===== src/hdl/rv_isa_pkg.sv =====
// RV32I subset encodings: word and index types, major opcodes, funct3 values
package rv_isa_pkg;

	localparam int XLEN     = 32;
	localparam int NUM_REGS = 32;

	typedef logic [XLEN-1:0] word_t;
	typedef logic [4:0]      reg_idx_t;
	// byte address without its two low bits
	typedef logic [XLEN-3:0] mem_addr_t;
	typedef logic [6:0]      opcode_t;
	typedef logic [2:0]      funct3_t;

	localparam opcode_t OP_RTYPE  = 7'b0110011;
	localparam opcode_t OP_ITYPE  = 7'b0010011;
	localparam opcode_t OP_LOAD   = 7'b0000011;
	localparam opcode_t OP_STORE  = 7'b0100011;
	localparam opcode_t OP_BRANCH = 7'b1100011;
	localparam opcode_t OP_JAL    = 7'b1101111;
	localparam opcode_t OP_JALR   = 7'b1100111;

	// alu group, shared by register and immediate forms
	localparam funct3_t F3_ADD  = 3'b000;
	localparam funct3_t F3_SLL  = 3'b001;
	localparam funct3_t F3_SLT  = 3'b010;
	localparam funct3_t F3_SLTU = 3'b011;
	localparam funct3_t F3_XOR  = 3'b100;
	localparam funct3_t F3_SR   = 3'b101;
	localparam funct3_t F3_OR   = 3'b110;
	localparam funct3_t F3_AND  = 3'b111;

	// branch conditions
	localparam funct3_t F3_BEQ  = 3'b000;
	localparam funct3_t F3_BNE  = 3'b001;
	localparam funct3_t F3_BLT  = 3'b100;
	localparam funct3_t F3_BGE  = 3'b101;
	localparam funct3_t F3_BLTU = 3'b110;
	localparam funct3_t F3_BGEU = 3'b111;

endpackage


===== src/hdl/rv_pipe_pkg.sv =====
// pipeline-internal definitions: ALU operation codes, forward selects, nop word
package rv_pipe_pkg;

	typedef logic [3:0] alu_op_t;

	localparam alu_op_t ALU_ADD  = 4'd0;
	localparam alu_op_t ALU_SUB  = 4'd1;
	localparam alu_op_t ALU_XOR  = 4'd2;
	localparam alu_op_t ALU_OR   = 4'd3;
	localparam alu_op_t ALU_AND  = 4'd4;
	localparam alu_op_t ALU_SLL  = 4'd5;
	localparam alu_op_t ALU_SRL  = 4'd6;
	localparam alu_op_t ALU_SRA  = 4'd7;
	localparam alu_op_t ALU_SLT  = 4'd8;
	localparam alu_op_t ALU_SLTU = 4'd9;

	// operand source seen by decode
	typedef logic [1:0] fwd_sel_t;

	// register file output, no hazard
	localparam fwd_sel_t FWD_REG = 2'd0;
	// value being written back this cycle
	localparam fwd_sel_t FWD_WB  = 2'd1;
	// memory stage result, loaded word included
	localparam fwd_sel_t FWD_MEM = 2'd2;
	// result of the instruction in execute
	localparam fwd_sel_t FWD_EX  = 2'd3;

	// addi x0, x0, 0
	localparam logic [31:0] NOP_INSTR = 32'h0000_0013;

endpackage


===== src/hdl/rv_fetch_decode.sv =====
// fetch and decode stages: PC, instruction register, immediates, control decode, forwarding
`timescale 1ns/1ps

module rv_fetch_decode
	import rv_isa_pkg::*;
	import rv_pipe_pkg::*;
(
	input  logic      Clk,
	input  logic      rst_n,
	input  word_t     i_imem_rdata,
	input  logic      i_stall,
	input  logic      i_redirect,
	input  word_t     i_redirect_pc,
	input  fwd_sel_t  i_fwd_rs1,
	input  fwd_sel_t  i_fwd_rs2,
	input  word_t     i_rs1_data,
	input  word_t     i_rs2_data,
	input  word_t     i_ex_result,
	input  word_t     i_mem_result,
	input  word_t     i_wb_data,
	output mem_addr_t o_imem_addr,
	output reg_idx_t  o_rs1,
	output reg_idx_t  o_rs2,
	output reg_idx_t  o_rd,
	output word_t     o_op_a,
	output word_t     o_op_b,
	output word_t     o_store_data,
	output word_t     o_pc,
	output alu_op_t   o_alu_op,
	output funct3_t   o_funct3,
	output logic      o_is_branch,
	output logic      o_is_jal,
	output logic      o_is_jalr,
	output logic      o_is_load,
	output logic      o_is_store,
	output logic      o_reg_write
);

	word_t   pc;
	word_t   pc_id;
	word_t   ir;
	opcode_t opcode;
	funct3_t funct3;
	logic    is_rtype;
	logic    is_itype;
	logic    is_load;
	logic    is_store;
	logic    is_branch;
	logic    is_jal;
	logic    is_jalr;
	logic    use_imm;
	word_t   imm_i;
	word_t   imm_s;
	word_t   imm_b;
	word_t   imm_j;
	word_t   imm;
	word_t   rs1_fwd;
	word_t   rs2_fwd;
	alu_op_t alu_op;

	function automatic word_t fwd_mux(
		input fwd_sel_t sel,
		input word_t    reg_val,
		input word_t    ex_val,
		input word_t    mem_val,
		input word_t    wb_val
	);
		case (sel)
			FWD_EX:  return ex_val;
			FWD_MEM: return mem_val;
			FWD_WB:  return wb_val;
			default: return reg_val;
		endcase
	endfunction

	// pc and ir hold on a load-use stall, redirect wins
	always_ff @(posedge Clk) begin
		if (!rst_n) begin
			pc <= '0;
			ir <= NOP_INSTR;
		end else if (i_redirect) begin
			pc <= i_redirect_pc;
			ir <= NOP_INSTR;
		end else if (!i_stall) begin
			pc <= pc + 32'd4;
			ir <= i_imem_rdata;
		end
	end

	// address of the word now in ir
	always_ff @(posedge Clk) begin
		if (!i_stall) begin
			pc_id <= pc;
		end
	end

	assign o_imem_addr = pc[XLEN-1:2];

	assign opcode = ir[6:0];
	assign funct3 = ir[14:12];
	assign o_rs1  = ir[19:15];
	assign o_rs2  = ir[24:20];

	assign is_rtype  = (opcode == OP_RTYPE);
	assign is_itype  = (opcode == OP_ITYPE);
	assign is_load   = (opcode == OP_LOAD);
	assign is_store  = (opcode == OP_STORE);
	assign is_branch = (opcode == OP_BRANCH);
	assign is_jal    = (opcode == OP_JAL);
	assign is_jalr   = (opcode == OP_JALR);

	assign imm_i = {{20{ir[31]}}, ir[31:20]};
	assign imm_s = {{20{ir[31]}}, ir[31:25], ir[11:7]};
	assign imm_b = {{19{ir[31]}}, ir[31], ir[7], ir[30:25], ir[11:8], 1'b0};
	assign imm_j = {{11{ir[31]}}, ir[31], ir[19:12], ir[20], ir[30:21], 1'b0};

	assign imm = is_store  ? imm_s :
		is_branch ? imm_b :
		is_jal    ? imm_j : imm_i;

	// ir[30] selects sub and sra
	always_comb begin
		alu_op = ALU_ADD;
		if (is_rtype || is_itype) begin
			case (funct3)
				F3_ADD:  alu_op = (is_rtype && ir[30]) ? ALU_SUB : ALU_ADD;
				F3_SLL:  alu_op = ALU_SLL;
				F3_SLT:  alu_op = ALU_SLT;
				F3_SLTU: alu_op = ALU_SLTU;
				F3_XOR:  alu_op = ALU_XOR;
				F3_SR:   alu_op = ir[30] ? ALU_SRA : ALU_SRL;
				F3_OR:   alu_op = ALU_OR;
				F3_AND:  alu_op = ALU_AND;
				default: alu_op = ALU_ADD;
			endcase
		end
	end

	assign rs1_fwd = fwd_mux(i_fwd_rs1, i_rs1_data, i_ex_result, i_mem_result, i_wb_data);
	assign rs2_fwd = fwd_mux(i_fwd_rs2, i_rs2_data, i_ex_result, i_mem_result, i_wb_data);
	assign use_imm = !(is_rtype || is_branch || is_jal || is_jalr);

	// cleared flags make a bubble in execute
	always_ff @(posedge Clk) begin
		if (!rst_n || i_stall || i_redirect) begin
			o_is_branch <= 1'b0;
			o_is_jal    <= 1'b0;
			o_is_jalr   <= 1'b0;
			o_is_load   <= 1'b0;
			o_is_store  <= 1'b0;
			o_reg_write <= 1'b0;
		end else begin
			o_is_branch <= is_branch;
			o_is_jal    <= is_jal;
			o_is_jalr   <= is_jalr;
			o_is_load   <= is_load;
			o_is_store  <= is_store;
			o_reg_write <= is_rtype || is_itype || is_load || is_jal || is_jalr;
		end
	end

	// store data slot carries the target offset for branches and jumps
	always_ff @(posedge Clk) begin
		o_rd         <= ir[11:7];
		o_pc         <= pc_id;
		o_alu_op     <= alu_op;
		o_funct3     <= funct3;
		o_op_a       <= rs1_fwd;
		o_op_b       <= use_imm ? imm : rs2_fwd;
		o_store_data <= is_store ? rs2_fwd : imm;
	end

endmodule


===== src/hdl/rv_reg_file.sv =====
// 32 by 32 register file, two combinational read ports and one clocked write port
`timescale 1ns/1ps

module rv_reg_file
	import rv_isa_pkg::*;
(
	input  logic     Clk,
	input  logic     rst_n,
	input  reg_idx_t i_rs1,
	input  reg_idx_t i_rs2,
	input  reg_idx_t i_wr_idx,
	input  logic     i_wr_en,
	input  word_t    i_wr_data,
	output word_t    o_rs1_data,
	output word_t    o_rs2_data
);

	word_t regs [NUM_REGS];

	// writes to x0 are dropped
	always_ff @(posedge Clk) begin
		if (!rst_n) begin
			for (int i = 0; i < NUM_REGS; i++) begin
				regs[i] <= '0;
			end
		end else if (i_wr_en && (i_wr_idx != '0)) begin
			regs[i_wr_idx] <= i_wr_data;
		end
	end

	// x0 reads zero
	assign o_rs1_data = (i_rs1 == '0) ? '0 : regs[i_rs1];
	assign o_rs2_data = (i_rs2 == '0) ? '0 : regs[i_rs2];

endmodule


===== src/hdl/rv_hazard_unit.sv =====
// forwarding select per source operand and load-use stall detection
`timescale 1ns/1ps

module rv_hazard_unit
	import rv_isa_pkg::*;
	import rv_pipe_pkg::*;
(
	input  reg_idx_t i_rs1,
	input  reg_idx_t i_rs2,
	input  reg_idx_t i_ex_rd,
	input  reg_idx_t i_mem_rd,
	input  reg_idx_t i_wb_rd,
	input  logic     i_ex_wen,
	input  logic     i_mem_wen,
	input  logic     i_wb_wen,
	input  logic     i_ex_is_load,
	output fwd_sel_t o_fwd_rs1,
	output fwd_sel_t o_fwd_rs2,
	output logic     o_stall
);

	// youngest writer wins, x0 never forwards
	function automatic fwd_sel_t pick_fwd(input reg_idx_t rs);
		if (i_ex_wen && (i_ex_rd != '0) && (i_ex_rd == rs)) begin
			return FWD_EX;
		end else if (i_mem_wen && (i_mem_rd != '0) && (i_mem_rd == rs)) begin
			return FWD_MEM;
		end else if (i_wb_wen && (i_wb_rd != '0) && (i_wb_rd == rs)) begin
			return FWD_WB;
		end else begin
			return FWD_REG;
		end
	endfunction

	assign o_fwd_rs1 = pick_fwd(i_rs1);
	assign o_fwd_rs2 = pick_fwd(i_rs2);

	// load data only exists from the memory stage on
	assign o_stall = i_ex_is_load && (i_ex_rd != '0) &&
		((i_ex_rd == i_rs1) || (i_ex_rd == i_rs2));

endmodule


===== src/hdl/rv_execute.sv =====
// execute, memory and write-back stages: ALU, branch compare, redirect, data memory port
`timescale 1ns/1ps

module rv_execute
	import rv_isa_pkg::*;
	import rv_pipe_pkg::*;
(
	input  logic      Clk,
	input  logic      rst_n,
	input  reg_idx_t  i_rd,
	input  word_t     i_op_a,
	input  word_t     i_op_b,
	input  word_t     i_store_data,
	input  word_t     i_pc,
	input  alu_op_t   i_alu_op,
	input  funct3_t   i_funct3,
	input  logic      i_is_branch,
	input  logic      i_is_jal,
	input  logic      i_is_jalr,
	input  logic      i_is_load,
	input  logic      i_is_store,
	input  logic      i_reg_write,
	input  word_t     i_dmem_rdata,
	output logic      o_redirect,
	output word_t     o_redirect_pc,
	output word_t     o_ex_result,
	output word_t     o_mem_result,
	output reg_idx_t  o_ex_rd,
	output reg_idx_t  o_mem_rd,
	output reg_idx_t  o_wb_rd,
	output logic      o_ex_wen,
	output logic      o_mem_wen,
	output logic      o_wb_wen,
	output logic      o_ex_is_load,
	output word_t     o_wb_data,
	output logic      o_dmem_ren,
	output logic      o_dmem_wen,
	output mem_addr_t o_dmem_addr,
	output word_t     o_dmem_wdata
);

	logic [4:0] shamt;
	word_t      alu_out;
	logic       br_taken;
	logic       is_jump;
	word_t      target;
	word_t      mem_alu;
	word_t      mem_wdata;
	logic       mem_is_load;
	logic       mem_is_store;

	assign shamt = i_op_b[4:0];

	always_comb begin
		case (i_alu_op)
			ALU_SUB:  alu_out = i_op_a - i_op_b;
			ALU_XOR:  alu_out = i_op_a ^ i_op_b;
			ALU_OR:   alu_out = i_op_a | i_op_b;
			ALU_AND:  alu_out = i_op_a & i_op_b;
			ALU_SLL:  alu_out = i_op_a << shamt;
			ALU_SRL:  alu_out = i_op_a >> shamt;
			ALU_SRA:  alu_out = word_t'($signed(i_op_a) >>> shamt);
			ALU_SLT:  alu_out = word_t'($signed(i_op_a) < $signed(i_op_b));
			ALU_SLTU: alu_out = word_t'(i_op_a < i_op_b);
			default:  alu_out = i_op_a + i_op_b;
		endcase
	end

	always_comb begin
		case (i_funct3)
			F3_BEQ:  br_taken = (i_op_a == i_op_b);
			F3_BNE:  br_taken = (i_op_a != i_op_b);
			F3_BLT:  br_taken = ($signed(i_op_a) < $signed(i_op_b));
			F3_BGE:  br_taken = ($signed(i_op_a) >= $signed(i_op_b));
			F3_BLTU: br_taken = (i_op_a < i_op_b);
			F3_BGEU: br_taken = (i_op_a >= i_op_b);
			default: br_taken = 1'b0;
		endcase
	end

	// jumps write back the link value
	assign is_jump     = i_is_jal || i_is_jalr;
	assign o_ex_result = is_jump ? (i_pc + 32'd4) : alu_out;

	// offset arrives in the store data slot
	assign target        = (i_is_jalr ? i_op_a : i_pc) + i_store_data;
	assign o_redirect    = is_jump || (i_is_branch && br_taken);
	assign o_redirect_pc = {target[XLEN-1:1], 1'b0};

	assign o_ex_rd      = i_rd;
	assign o_ex_wen     = i_reg_write;
	assign o_ex_is_load = i_is_load;

	// memory stage
	always_ff @(posedge Clk) begin
		if (!rst_n) begin
			o_mem_wen    <= 1'b0;
			mem_is_load  <= 1'b0;
			mem_is_store <= 1'b0;
		end else begin
			o_mem_wen    <= i_reg_write;
			mem_is_load  <= i_is_load;
			mem_is_store <= i_is_store;
		end
	end

	always_ff @(posedge Clk) begin
		o_mem_rd  <= i_rd;
		mem_alu   <= o_ex_result;
		mem_wdata <= i_store_data;
	end

	assign o_dmem_ren   = mem_is_load;
	assign o_dmem_wen   = mem_is_store;
	assign o_dmem_addr  = mem_alu[XLEN-1:2];
	assign o_dmem_wdata = mem_wdata;

	// loaded word replaces the address here
	assign o_mem_result = mem_is_load ? i_dmem_rdata : mem_alu;

	// write-back stage
	always_ff @(posedge Clk) begin
		if (!rst_n) begin
			o_wb_wen <= 1'b0;
		end else begin
			o_wb_wen <= o_mem_wen;
		end
	end

	always_ff @(posedge Clk) begin
		o_wb_rd   <= o_mem_rd;
		o_wb_data <= o_mem_result;
	end

endmodule


===== src/hdl/rv_core.sv =====
// five-stage RV32I core top level with instruction and data memory ports
`timescale 1ns/1ps

module rv_core
	import rv_isa_pkg::*;
	import rv_pipe_pkg::*;
(
	input  logic      Clk,
	input  logic      rst_n,
	input  word_t     i_imem_rdata,
	input  word_t     i_dmem_rdata,
	output mem_addr_t o_imem_addr,
	output logic      o_dmem_ren,
	output logic      o_dmem_wen,
	output mem_addr_t o_dmem_addr,
	output word_t     o_dmem_wdata
);

	reg_idx_t rs1;
	reg_idx_t rs2;
	reg_idx_t id_rd;
	reg_idx_t ex_rd;
	reg_idx_t mem_rd;
	reg_idx_t wb_rd;
	word_t    rs1_data;
	word_t    rs2_data;
	word_t    op_a;
	word_t    op_b;
	word_t    store_data;
	word_t    id_pc;
	word_t    ex_result;
	word_t    mem_result;
	word_t    wb_data;
	word_t    redirect_pc;
	alu_op_t  alu_op;
	funct3_t  funct3;
	fwd_sel_t fwd_rs1;
	fwd_sel_t fwd_rs2;
	logic     is_branch;
	logic     is_jal;
	logic     is_jalr;
	logic     is_load;
	logic     is_store;
	logic     reg_write;
	logic     stall;
	logic     redirect;
	logic     ex_wen;
	logic     mem_wen;
	logic     wb_wen;
	logic     ex_is_load;

	rv_fetch_decode u_fetch_decode (
		.Clk           (Clk),
		.rst_n         (rst_n),
		.i_imem_rdata  (i_imem_rdata),
		.i_stall       (stall),
		.i_redirect    (redirect),
		.i_redirect_pc (redirect_pc),
		.i_fwd_rs1     (fwd_rs1),
		.i_fwd_rs2     (fwd_rs2),
		.i_rs1_data    (rs1_data),
		.i_rs2_data    (rs2_data),
		.i_ex_result   (ex_result),
		.i_mem_result  (mem_result),
		.i_wb_data     (wb_data),
		.o_imem_addr   (o_imem_addr),
		.o_rs1         (rs1),
		.o_rs2         (rs2),
		.o_rd          (id_rd),
		.o_op_a        (op_a),
		.o_op_b        (op_b),
		.o_store_data  (store_data),
		.o_pc          (id_pc),
		.o_alu_op      (alu_op),
		.o_funct3      (funct3),
		.o_is_branch   (is_branch),
		.o_is_jal      (is_jal),
		.o_is_jalr     (is_jalr),
		.o_is_load     (is_load),
		.o_is_store    (is_store),
		.o_reg_write   (reg_write)
	);

	// written from the write-back stage
	rv_reg_file u_reg_file (
		.Clk        (Clk),
		.rst_n      (rst_n),
		.i_rs1      (rs1),
		.i_rs2      (rs2),
		.i_wr_idx   (wb_rd),
		.i_wr_en    (wb_wen),
		.i_wr_data  (wb_data),
		.o_rs1_data (rs1_data),
		.o_rs2_data (rs2_data)
	);

	rv_hazard_unit u_hazard (
		.i_rs1        (rs1),
		.i_rs2        (rs2),
		.i_ex_rd      (ex_rd),
		.i_mem_rd     (mem_rd),
		.i_wb_rd      (wb_rd),
		.i_ex_wen     (ex_wen),
		.i_mem_wen    (mem_wen),
		.i_wb_wen     (wb_wen),
		.i_ex_is_load (ex_is_load),
		.o_fwd_rs1    (fwd_rs1),
		.o_fwd_rs2    (fwd_rs2),
		.o_stall      (stall)
	);

	rv_execute u_execute (
		.Clk           (Clk),
		.rst_n         (rst_n),
		.i_rd          (id_rd),
		.i_op_a        (op_a),
		.i_op_b        (op_b),
		.i_store_data  (store_data),
		.i_pc          (id_pc),
		.i_alu_op      (alu_op),
		.i_funct3      (funct3),
		.i_is_branch   (is_branch),
		.i_is_jal      (is_jal),
		.i_is_jalr     (is_jalr),
		.i_is_load     (is_load),
		.i_is_store    (is_store),
		.i_reg_write   (reg_write),
		.i_dmem_rdata  (i_dmem_rdata),
		.o_redirect    (redirect),
		.o_redirect_pc (redirect_pc),
		.o_ex_result   (ex_result),
		.o_mem_result  (mem_result),
		.o_ex_rd       (ex_rd),
		.o_mem_rd      (mem_rd),
		.o_wb_rd       (wb_rd),
		.o_ex_wen      (ex_wen),
		.o_mem_wen     (mem_wen),
		.o_wb_wen      (wb_wen),
		.o_ex_is_load  (ex_is_load),
		.o_wb_data     (wb_data),
		.o_dmem_ren    (o_dmem_ren),
		.o_dmem_wen    (o_dmem_wen),
		.o_dmem_addr   (o_dmem_addr),
		.o_dmem_wdata  (o_dmem_wdata)
	);

endmodule


===== config.mk =====
export PLATFORM = sky130hd
export DESIGN_NAME = rv_core
export DESIGN_NICKNAME = d
export VERILOG_FILES = /design/src/hdl/rv_isa_pkg.sv /design/src/hdl/rv_pipe_pkg.sv /design/src/hdl/rv_fetch_decode.sv /design/src/hdl/rv_reg_file.sv /design/src/hdl/rv_hazard_unit.sv /design/src/hdl/rv_execute.sv /design/src/hdl/rv_core.sv
export SDC_FILE = /design/constraint.sdc
export NUM_CORES = 2
export LEC_CHECK = 0
export BUFFER_PORTS_ARGS = -buffer_cell sky130_fd_sc_hd__buf_2
export CAP_MARGIN = 10
export CORE_AREA = 8 8 428 430
export DETAILED_ROUTE_END_ITERATION = 12
export DIE_AREA = 0 0 436 438
export PLACE_DENSITY = 0.57
export SETUP_SLACK_MARGIN = 0.2
export SLEW_MARGIN = 30
export SYNTH_ARGS = -nofsm -noshare
export SYNTH_HDL_FRONTEND = slang
export SYNTH_SLANG_ARGS = --single-unit

===== constraint.sdc =====
create_clock -name Clk -period 6.3 [get_ports Clk]
set_input_delay 1.26 -clock Clk [delete_from_list [all_inputs] [get_ports Clk]]
set_output_delay 1.26 -clock Clk [all_outputs]
set_load 0.05 [all_outputs]

* Yosys cells after proc, flatten, opt, wreduce, memory -nomap -nowiden
Memories as Yosys holds them, arrays and structs flattened. A register that Yosys moved wholly into a read port is not among the register bits.
Index checks and enable logic that the tools add are counted.
** Storage, ports and cells
- Flip-flop bits (word level) :: 352
- Latch bits :: 0
- Bits in writable memories :: 1024
- Bits in read-only memories :: 0
- Input port bits :: 66
- Output and inout bits :: 94
- Word-level logic and storage cells :: 157
- Memories :: 1
** Memory list
- u_reg_file.regs :: depth 32, width 32, rd ports 2, clocked after Yosys merged registers in 2, wr ports 32, line rv_reg_file.sv:18 : word_t regs [NUM_REGS];
** Cells by class
- Add/subtract/negate cells :: 5
- Multiply operators :: 0
- Divide/modulo/power cells :: 0
- Magnitude comparators :: 4
- Equal/unequal tests :: 43
- Shifts and indexed selects :: 3
- Mux-type cells :: 36
- Bitwise operators :: 4
- Reduce and logical (&&, ||, !) cells :: 35
** Operator list (number)
- $mux 32 :: 10
- $pmux 32 s9 :: 1
- $pmux 32 s3 :: 2
- $add 32x3->32 const B :: 2
- $add 32x32->32 :: 2
- $ge 32x32->1 :: 2
- $lt 32x32->1 :: 2
- $mux 20 :: 3
- $and 32x32->32 :: 1
- $eq 32x32->1 :: 1
- $ne 32x32->1 :: 1
- $or 32x32->32 :: 1
- $pmux 4 s8 :: 1
- $reduce_or 32->1 :: 1
- $shl 32x5->32 :: 1
- $shr 32x5->32 :: 1
- $sshr 32x5->32 :: 1
- $sub 32x32->32 :: 1
- $xor 32x32->32 :: 1
- $eq 5x5->1 :: 6
- $mux 5 :: 5
- $eq 3x3->1 const B :: 8
- $eq 7x7->1 const B :: 3
- $eq 4x3->1 const B :: 4
- 22 further kinds :: 69

* Longest topological paths before layout
- Depth after elaboration :: 9
- Gate-level depth with buffers :: 19

* Hierarchy
From an unflattened synthesis, not the netlist that was laid out.
** Second synthesis, totals
- Cell total of the unflattened synthesis :: 6218
- Area total of the unflattened synthesis :: 78441.5 sq um
** By module, submodules not included
- rv_reg_file :: times used 1, cells each 3509, area each 54204.5 sq um
- rv_execute :: times used 1, cells each 1888, area each 14197.4 sq um
- rv_fetch_decode :: times used 1, cells each 767, area each 9625.5 sq um
- rv_hazard_unit :: times used 1, cells each 54, area each 414.1 sq um

* Worst setup path after synthesis
No wires, ideal clock.
- Kind :: input to register
- Start point :: input port rst_n
- End point :: memory u_reg_file.regs[22][0] (netlist name) (enable)
- Data arrival time :: 4540 ps
- Required time :: 5834 ps
- Slack :: 1294 ps
- Cell stages on the path :: 5
- Path buffers :: 3
- Cells stage by stage :: clkbuf_1 nand4b_1 clkbuf_1 clkbuf_1 o21ai_0
** RTL lines
- start, declared :: line rv_core.sv:9 : input logic rst_n,
- end, declared :: line rv_reg_file.sv:18

* Worst setup path after layout
- Start point :: register u_fetch_decode.o_op_b[0]
- End point :: register u_fetch_decode.o_store_data[18]
** On the way
- Longest elaborated chain between the ends :: 5
- Elaborated cells on any way between the ends :: 9
- Those cells by class :: add/sub: 2; shift: 3; mux: 4
** Ends and longest elaborated chain
- start, declared :: line rv_fetch_decode.sv:26 : output word_t o_op_b,
- start signal, assigned :: line rv_fetch_decode.sv:169 : o_op_b <= use_imm ? imm : rs2_fwd;
- $add 32x32->32 (tied with other cells) :: line rv_execute.sv:65 : default: alu_out = i_op_a + i_op_b;
- $pmux 32 s9 * :: line rv_execute.sv:55 : case (i_alu_op)
- $mux 32 * :: line rv_execute.sv:83 : assign o_ex_result = is_jump ? (i_pc + 32'd4) : alu_out;
- named net ex_result[18] :: line rv_core.sv:31 : word_t ex_result;
- $pmux 32 s3 * :: line rv_fetch_decode.sv:68 : case (sel)
- $mux 32 * :: line rv_fetch_decode.sv:170 : o_store_data <= is_store ? rs2_fwd : imm;
- end signal, assigned :: line rv_fetch_decode.sv:170
- end, declared :: line rv_fetch_decode.sv:27 : output word_t o_store_data,
The timed path passes the listed nets; every way through them passes the cells marked *.
A chain may end at the register's enable or synchronous reset.

==> results.md <==
- The number of global-route vias before repair is 54647.
- Cells with a size suffix above 1 make up 26.3% of the layout.
- The proportion of register bits with asynchronous set or reset after synthesis is 0%.
- For this configuration, the core starts out at a cell density of 44.5%.
- The die outline area is 0.191 mm^2.
- The die is 438 um tall.
- The first detailed-routing pass ran for 8 iterations.
- Clock tree synthesis inserted a total of 160 buffers.
- The critical path goes through ha_1, inv_1, fa_1, nor2b_1, o2111ai_1, a21o_1, a311oi_1, a31oi_1, mux2i_1, a211oi_1, a21oi_1, a21oi_1, mux2i_1.
- The total number of vias is 55852.
- Between clock sinks in the finished design, the worst skew comes to 52.9 ps.
- Dividing the detail-routed wire length by the instance count gives 38.3 um.
- For the worst setup path, the data arrival time is 5760 ps.
- The final clock period utilization by the worst path is 80.9%.
- The top cell type by total area after synthesis is sky130_fd_sc_hd__edfxtp_1.
- The chip width is 436 um.
- After detailed routing, the total wire length is 327000 um.
- The mapped cell area is 0.0787 mm^2.
- Entering global routing, the biggest net connects 53 pins.
- In this run the tool buffered the top-level ports with 159 buffer cells.
- Once placement completed, the tool counted placed cells totaling 8226.
- Yosys attributes the largest share of cell area to sky130_fd_sc_hd__edfxtp_1 40%, sky130_fd_sc_hd__mux4_2 20%, sky130_fd_sc_hd__dfxtp_1 8.3%, sky130_fd_sc_hd__and2_1 7.7%, sky130_fd_sc_hd__ha_1 2.1%.
- The total count of max-transition violations in the final report is 0.
- Setup repair after global routing left no endpoint under its margin.
- The critical path is of the reg -> reg type.
- The H-tree level count is 4.
- The root buffer cell is sky130_fd_sc_hd__clkbuf_16.
- The number of sinks on the clock net is 1383.
- The post-route setup TNS is 0 ps.
- Synthesis produced 6061 cells.
- The clock latency on the worst-skew pair is 850 ps.
- For this run, the total global-route usage over all layers was measured as 33.2%.
- In this run the deepest clock path goes through 3 buffers.
- The synthesized design devotes to its leading area cell type 40.2% of total area.
- In this design, the stage delay of the slowest critical-path cell is 910 ps.
- The TritonCTS clock tree is done.
- Measured against its own limit, the worst slew margin works out to 25.3%.
- The worst setup path is captured at a flop.
- Hold timing on the final database bottoms out at a slack of 335 ps.
- The part of the Yosys area used for sequential elements is 48.6%.
- The total DRC errors in the routed layout is 0.
- The maximum clock frequency is 0.196 GHz.
- The number of top-level pins is 160.
- The time the final worst path needs with I/O delays and setup is 5100 ps.
- The placer's final routability congestion estimate is 1.02.
- The flow ran to the end, and the final reports show no timing, DRC or antenna violations.
- Together, buffers and inverters on the worst path number 1.
- The max-capacitance violation count is 0.
- The first-pass GRT wire length is 447000 um.
- STA classifies the critical path startpoint as a flop.
- The cell at the slowest stage of the critical path is sky130_fd_sc_hd__dfxtp_4.
- The sum of net half-perimeters after detailed placement is 229000 um.
- Once detail routing completed, the nets flagged for antenna violations numbered 0.
- Yosys printed 0 warnings.
- The count of flip-flops with a built-in enable after synthesis is 1055.
- The via-per-instance ratio is 6.55.
- After clock tree synthesis, the clock-pin slew on the worst setup and hold paths is 60 ps.
- Counting distinct cell types in the post-synthesis netlist gives 102.
- The core area is 0.177 mm^2.
- Power spread over the standard cell area amounts to 298 mW/mm^2.
- At the end of the flow, the number of nets in the layout was 6232.
- Setup violations remaining at the end of the flow were counted as 0.
- In this run the static leakage power is 31.6 nW.
- The synthesized area divided by synthesized cell count is 13.0 um^2.
- The family with the most delay on the worst path is compound AO/OA/AOI/OAI gates.
- The biggest fanout along the worst timing path is 44.
- The hold violation count in the final report was 0.
- After clock tree synthesis, the setup repair step added 0 buffers.
- The required time at the worst-slack endpoint is 6960 ps.
- Among all flip-flop cells after synthesis, the most frequent one is sky130_fd_sc_hd__edfxtp_1.
- Leaving out fill and tap cells, the most frequent cell in the layout is sky130_fd_sc_hd__edfxtp_1.
- The maximum vdd ir drop is 0.243 mV.
- Leaving out filler cells and counting taps, the final layout contains 8529.
- The number of rows in the core area is 155.
- The count of state elements after synthesis is 1383.
- The type of the worst min-delay path is reg -> reg.
- At the pin with the least slew margin, the transition time is 1110 ps.
- The area growth from synthesis to layout is 11.7%.
- The post-cts gate resize count is 0.
- The detailed router finished its first iteration with 7223 violations.
- Cells fill 49.7% of the core in the end.
- The number of hold buffers added after cts is 0.
- The total grt overflow is 0.
- The initial antenna violation count is 26.
- Leaving out fill and tap cells, the most frequent cells in the layout are 1055 x sky130_fd_sc_hd__edfxtp_1, 976 x sky130_fd_sc_hd__and2_1, 705 x sky130_fd_sc_hd__mux4_2.
## per-layer routing
metal,part of all wire [%],GRT usage [%],vias to the layer above
met4,8.9,24.0,10
met2,47,54.1,3165
met1,36,39.9,28950
met3,7.9,5.97,818
met5,0.022,0,-
li1,-,-,22909
## logic make-up after synthesis
kind of cell    Yosys count  share of synthesized area (%)
compound gates          854                           7.27
xor+xnor                127                           1.41
fa+ha+maj               132                           2.13
buf+inv                 776                           4.30
flops                  1383                           48.6
mux                     935                           23.3
other cells               1                        0.00476
simple gates           1853                           13.0
## where the power goes
| part | leakage, nW | total [mW] | internal [mW] | switching, mW |
|---|---|---|---|---|
| Clock | 2.49 | 9.20 | 5.25 | 3.95 |
| Sequential | 13.7 | 11.2 | 10.3 | 0.872 |
| Combinational | 15.5 | 5.85 | 1.84 | 4.02 |
| Total | 31.6 | 26.2 | 17.4 | 8.84 |
## cells in the mapped netlist, types with 26 or more instances
master	number
sky130_fd_sc_hd__nor2_1	314
sky130_fd_sc_hd__inv_1	138
sky130_fd_sc_hd__a21oi_1	191
sky130_fd_sc_hd__o21ai_0	207
sky130_fd_sc_hd__a31oi_1	31
sky130_fd_sc_hd__a222oi_1	29
sky130_fd_sc_hd__xor2_1	57
sky130_fd_sc_hd__mux4_2	705
sky130_fd_sc_hd__xnor2_1	70
sky130_fd_sc_hd__buf_4	67
sky130_fd_sc_hd__a22oi_1	41
sky130_fd_sc_hd__nand2_1	204
sky130_fd_sc_hd__buf_1	45
sky130_fd_sc_hd__a21o_1	37
sky130_fd_sc_hd__dfxtp_1	328
sky130_fd_sc_hd__o211ai_1	32
sky130_fd_sc_hd__mux2_2	105
sky130_fd_sc_hd__buf_2	90
sky130_fd_sc_hd__edfxtp_1	1055
sky130_fd_sc_hd__nand3_1	66
sky130_fd_sc_hd__clkbuf_1	421
sky130_fd_sc_hd__nor3_1	87
sky130_fd_sc_hd__and3_1	26
sky130_fd_sc_hd__mux2i_1	123
sky130_fd_sc_hd__a211oi_1	46
sky130_fd_sc_hd__ha_1	129
sky130_fd_sc_hd__nand4_1	30
sky130_fd_sc_hd__and2_1	975
## final cells by class
cell class	count	area, um^2
timing repair buffer	417	3160
sequential	1383	38300
tap	2355	2950
clock buffer	209	4350
clock inverter	82	733
fill	15429	88900
multi-input combinational	3933	37900
antenna	11	27.5
inverter	139	524
## registers in the layout, summed over array words and instances (netlist names), 32 cells and up, named ones only
register                     flops
u_fetch_decode.o_op_b           32
u_reg_file.regs               1024
u_fetch_decode.ir               32
u_fetch_decode.o_store_data     32
u_execute.o_dmem_wdata          32
u_execute.o_wb_data             32
u_execute.mem_alu               32
u_fetch_decode.o_op_a           32
## worst reg2reg max path, cell delays in order, from the launching register on
cell                        delay [ps]
sky130_fd_sc_hd__dfxtp_4           910
sky130_fd_sc_hd__ha_1              400
sky130_fd_sc_hd__inv_1              70
sky130_fd_sc_hd__fa_1              430
sky130_fd_sc_hd__nor2b_1           210
sky130_fd_sc_hd__o2111ai_1         200
sky130_fd_sc_hd__a21o_1            290
sky130_fd_sc_hd__a311oi_1          550
sky130_fd_sc_hd__a31oi_1           190
sky130_fd_sc_hd__mux2i_1           150
sky130_fd_sc_hd__a211oi_1          250
sky130_fd_sc_hd__a21oi_1           210
sky130_fd_sc_hd__a21oi_1           900
sky130_fd_sc_hd__mux2i_1           170
## metrics by stage
step                      instance area (um^2)  setup WS [ps]  total power [mW]
after detailed placement                 82800           1350              17.0
after floorplan                          78800           1290              14.3
after global routing                     88000           1010              26.8
after CTS                                87900           1300              26.2
after global placement                   82500           1300              17.0
final                                    88000           1200              26.2
## final timing paths
path,start,endpoint,slack (ps),cells past startpoint
max,u_fetch_decode.o_op_b[0],u_fetch_decode.o_store_data[18],1200,13
min,u_fetch_decode.pc_id[14],u_fetch_decode.o_pc[14],340,0
max reg2reg,u_fetch_decode.o_op_b[0],u_fetch_decode.o_store_data[18],1200,13
min reg2reg,u_fetch_decode.pc_id[14],u_fetch_decode.o_pc[14],340,0
(Power assumes the default switching activity.)
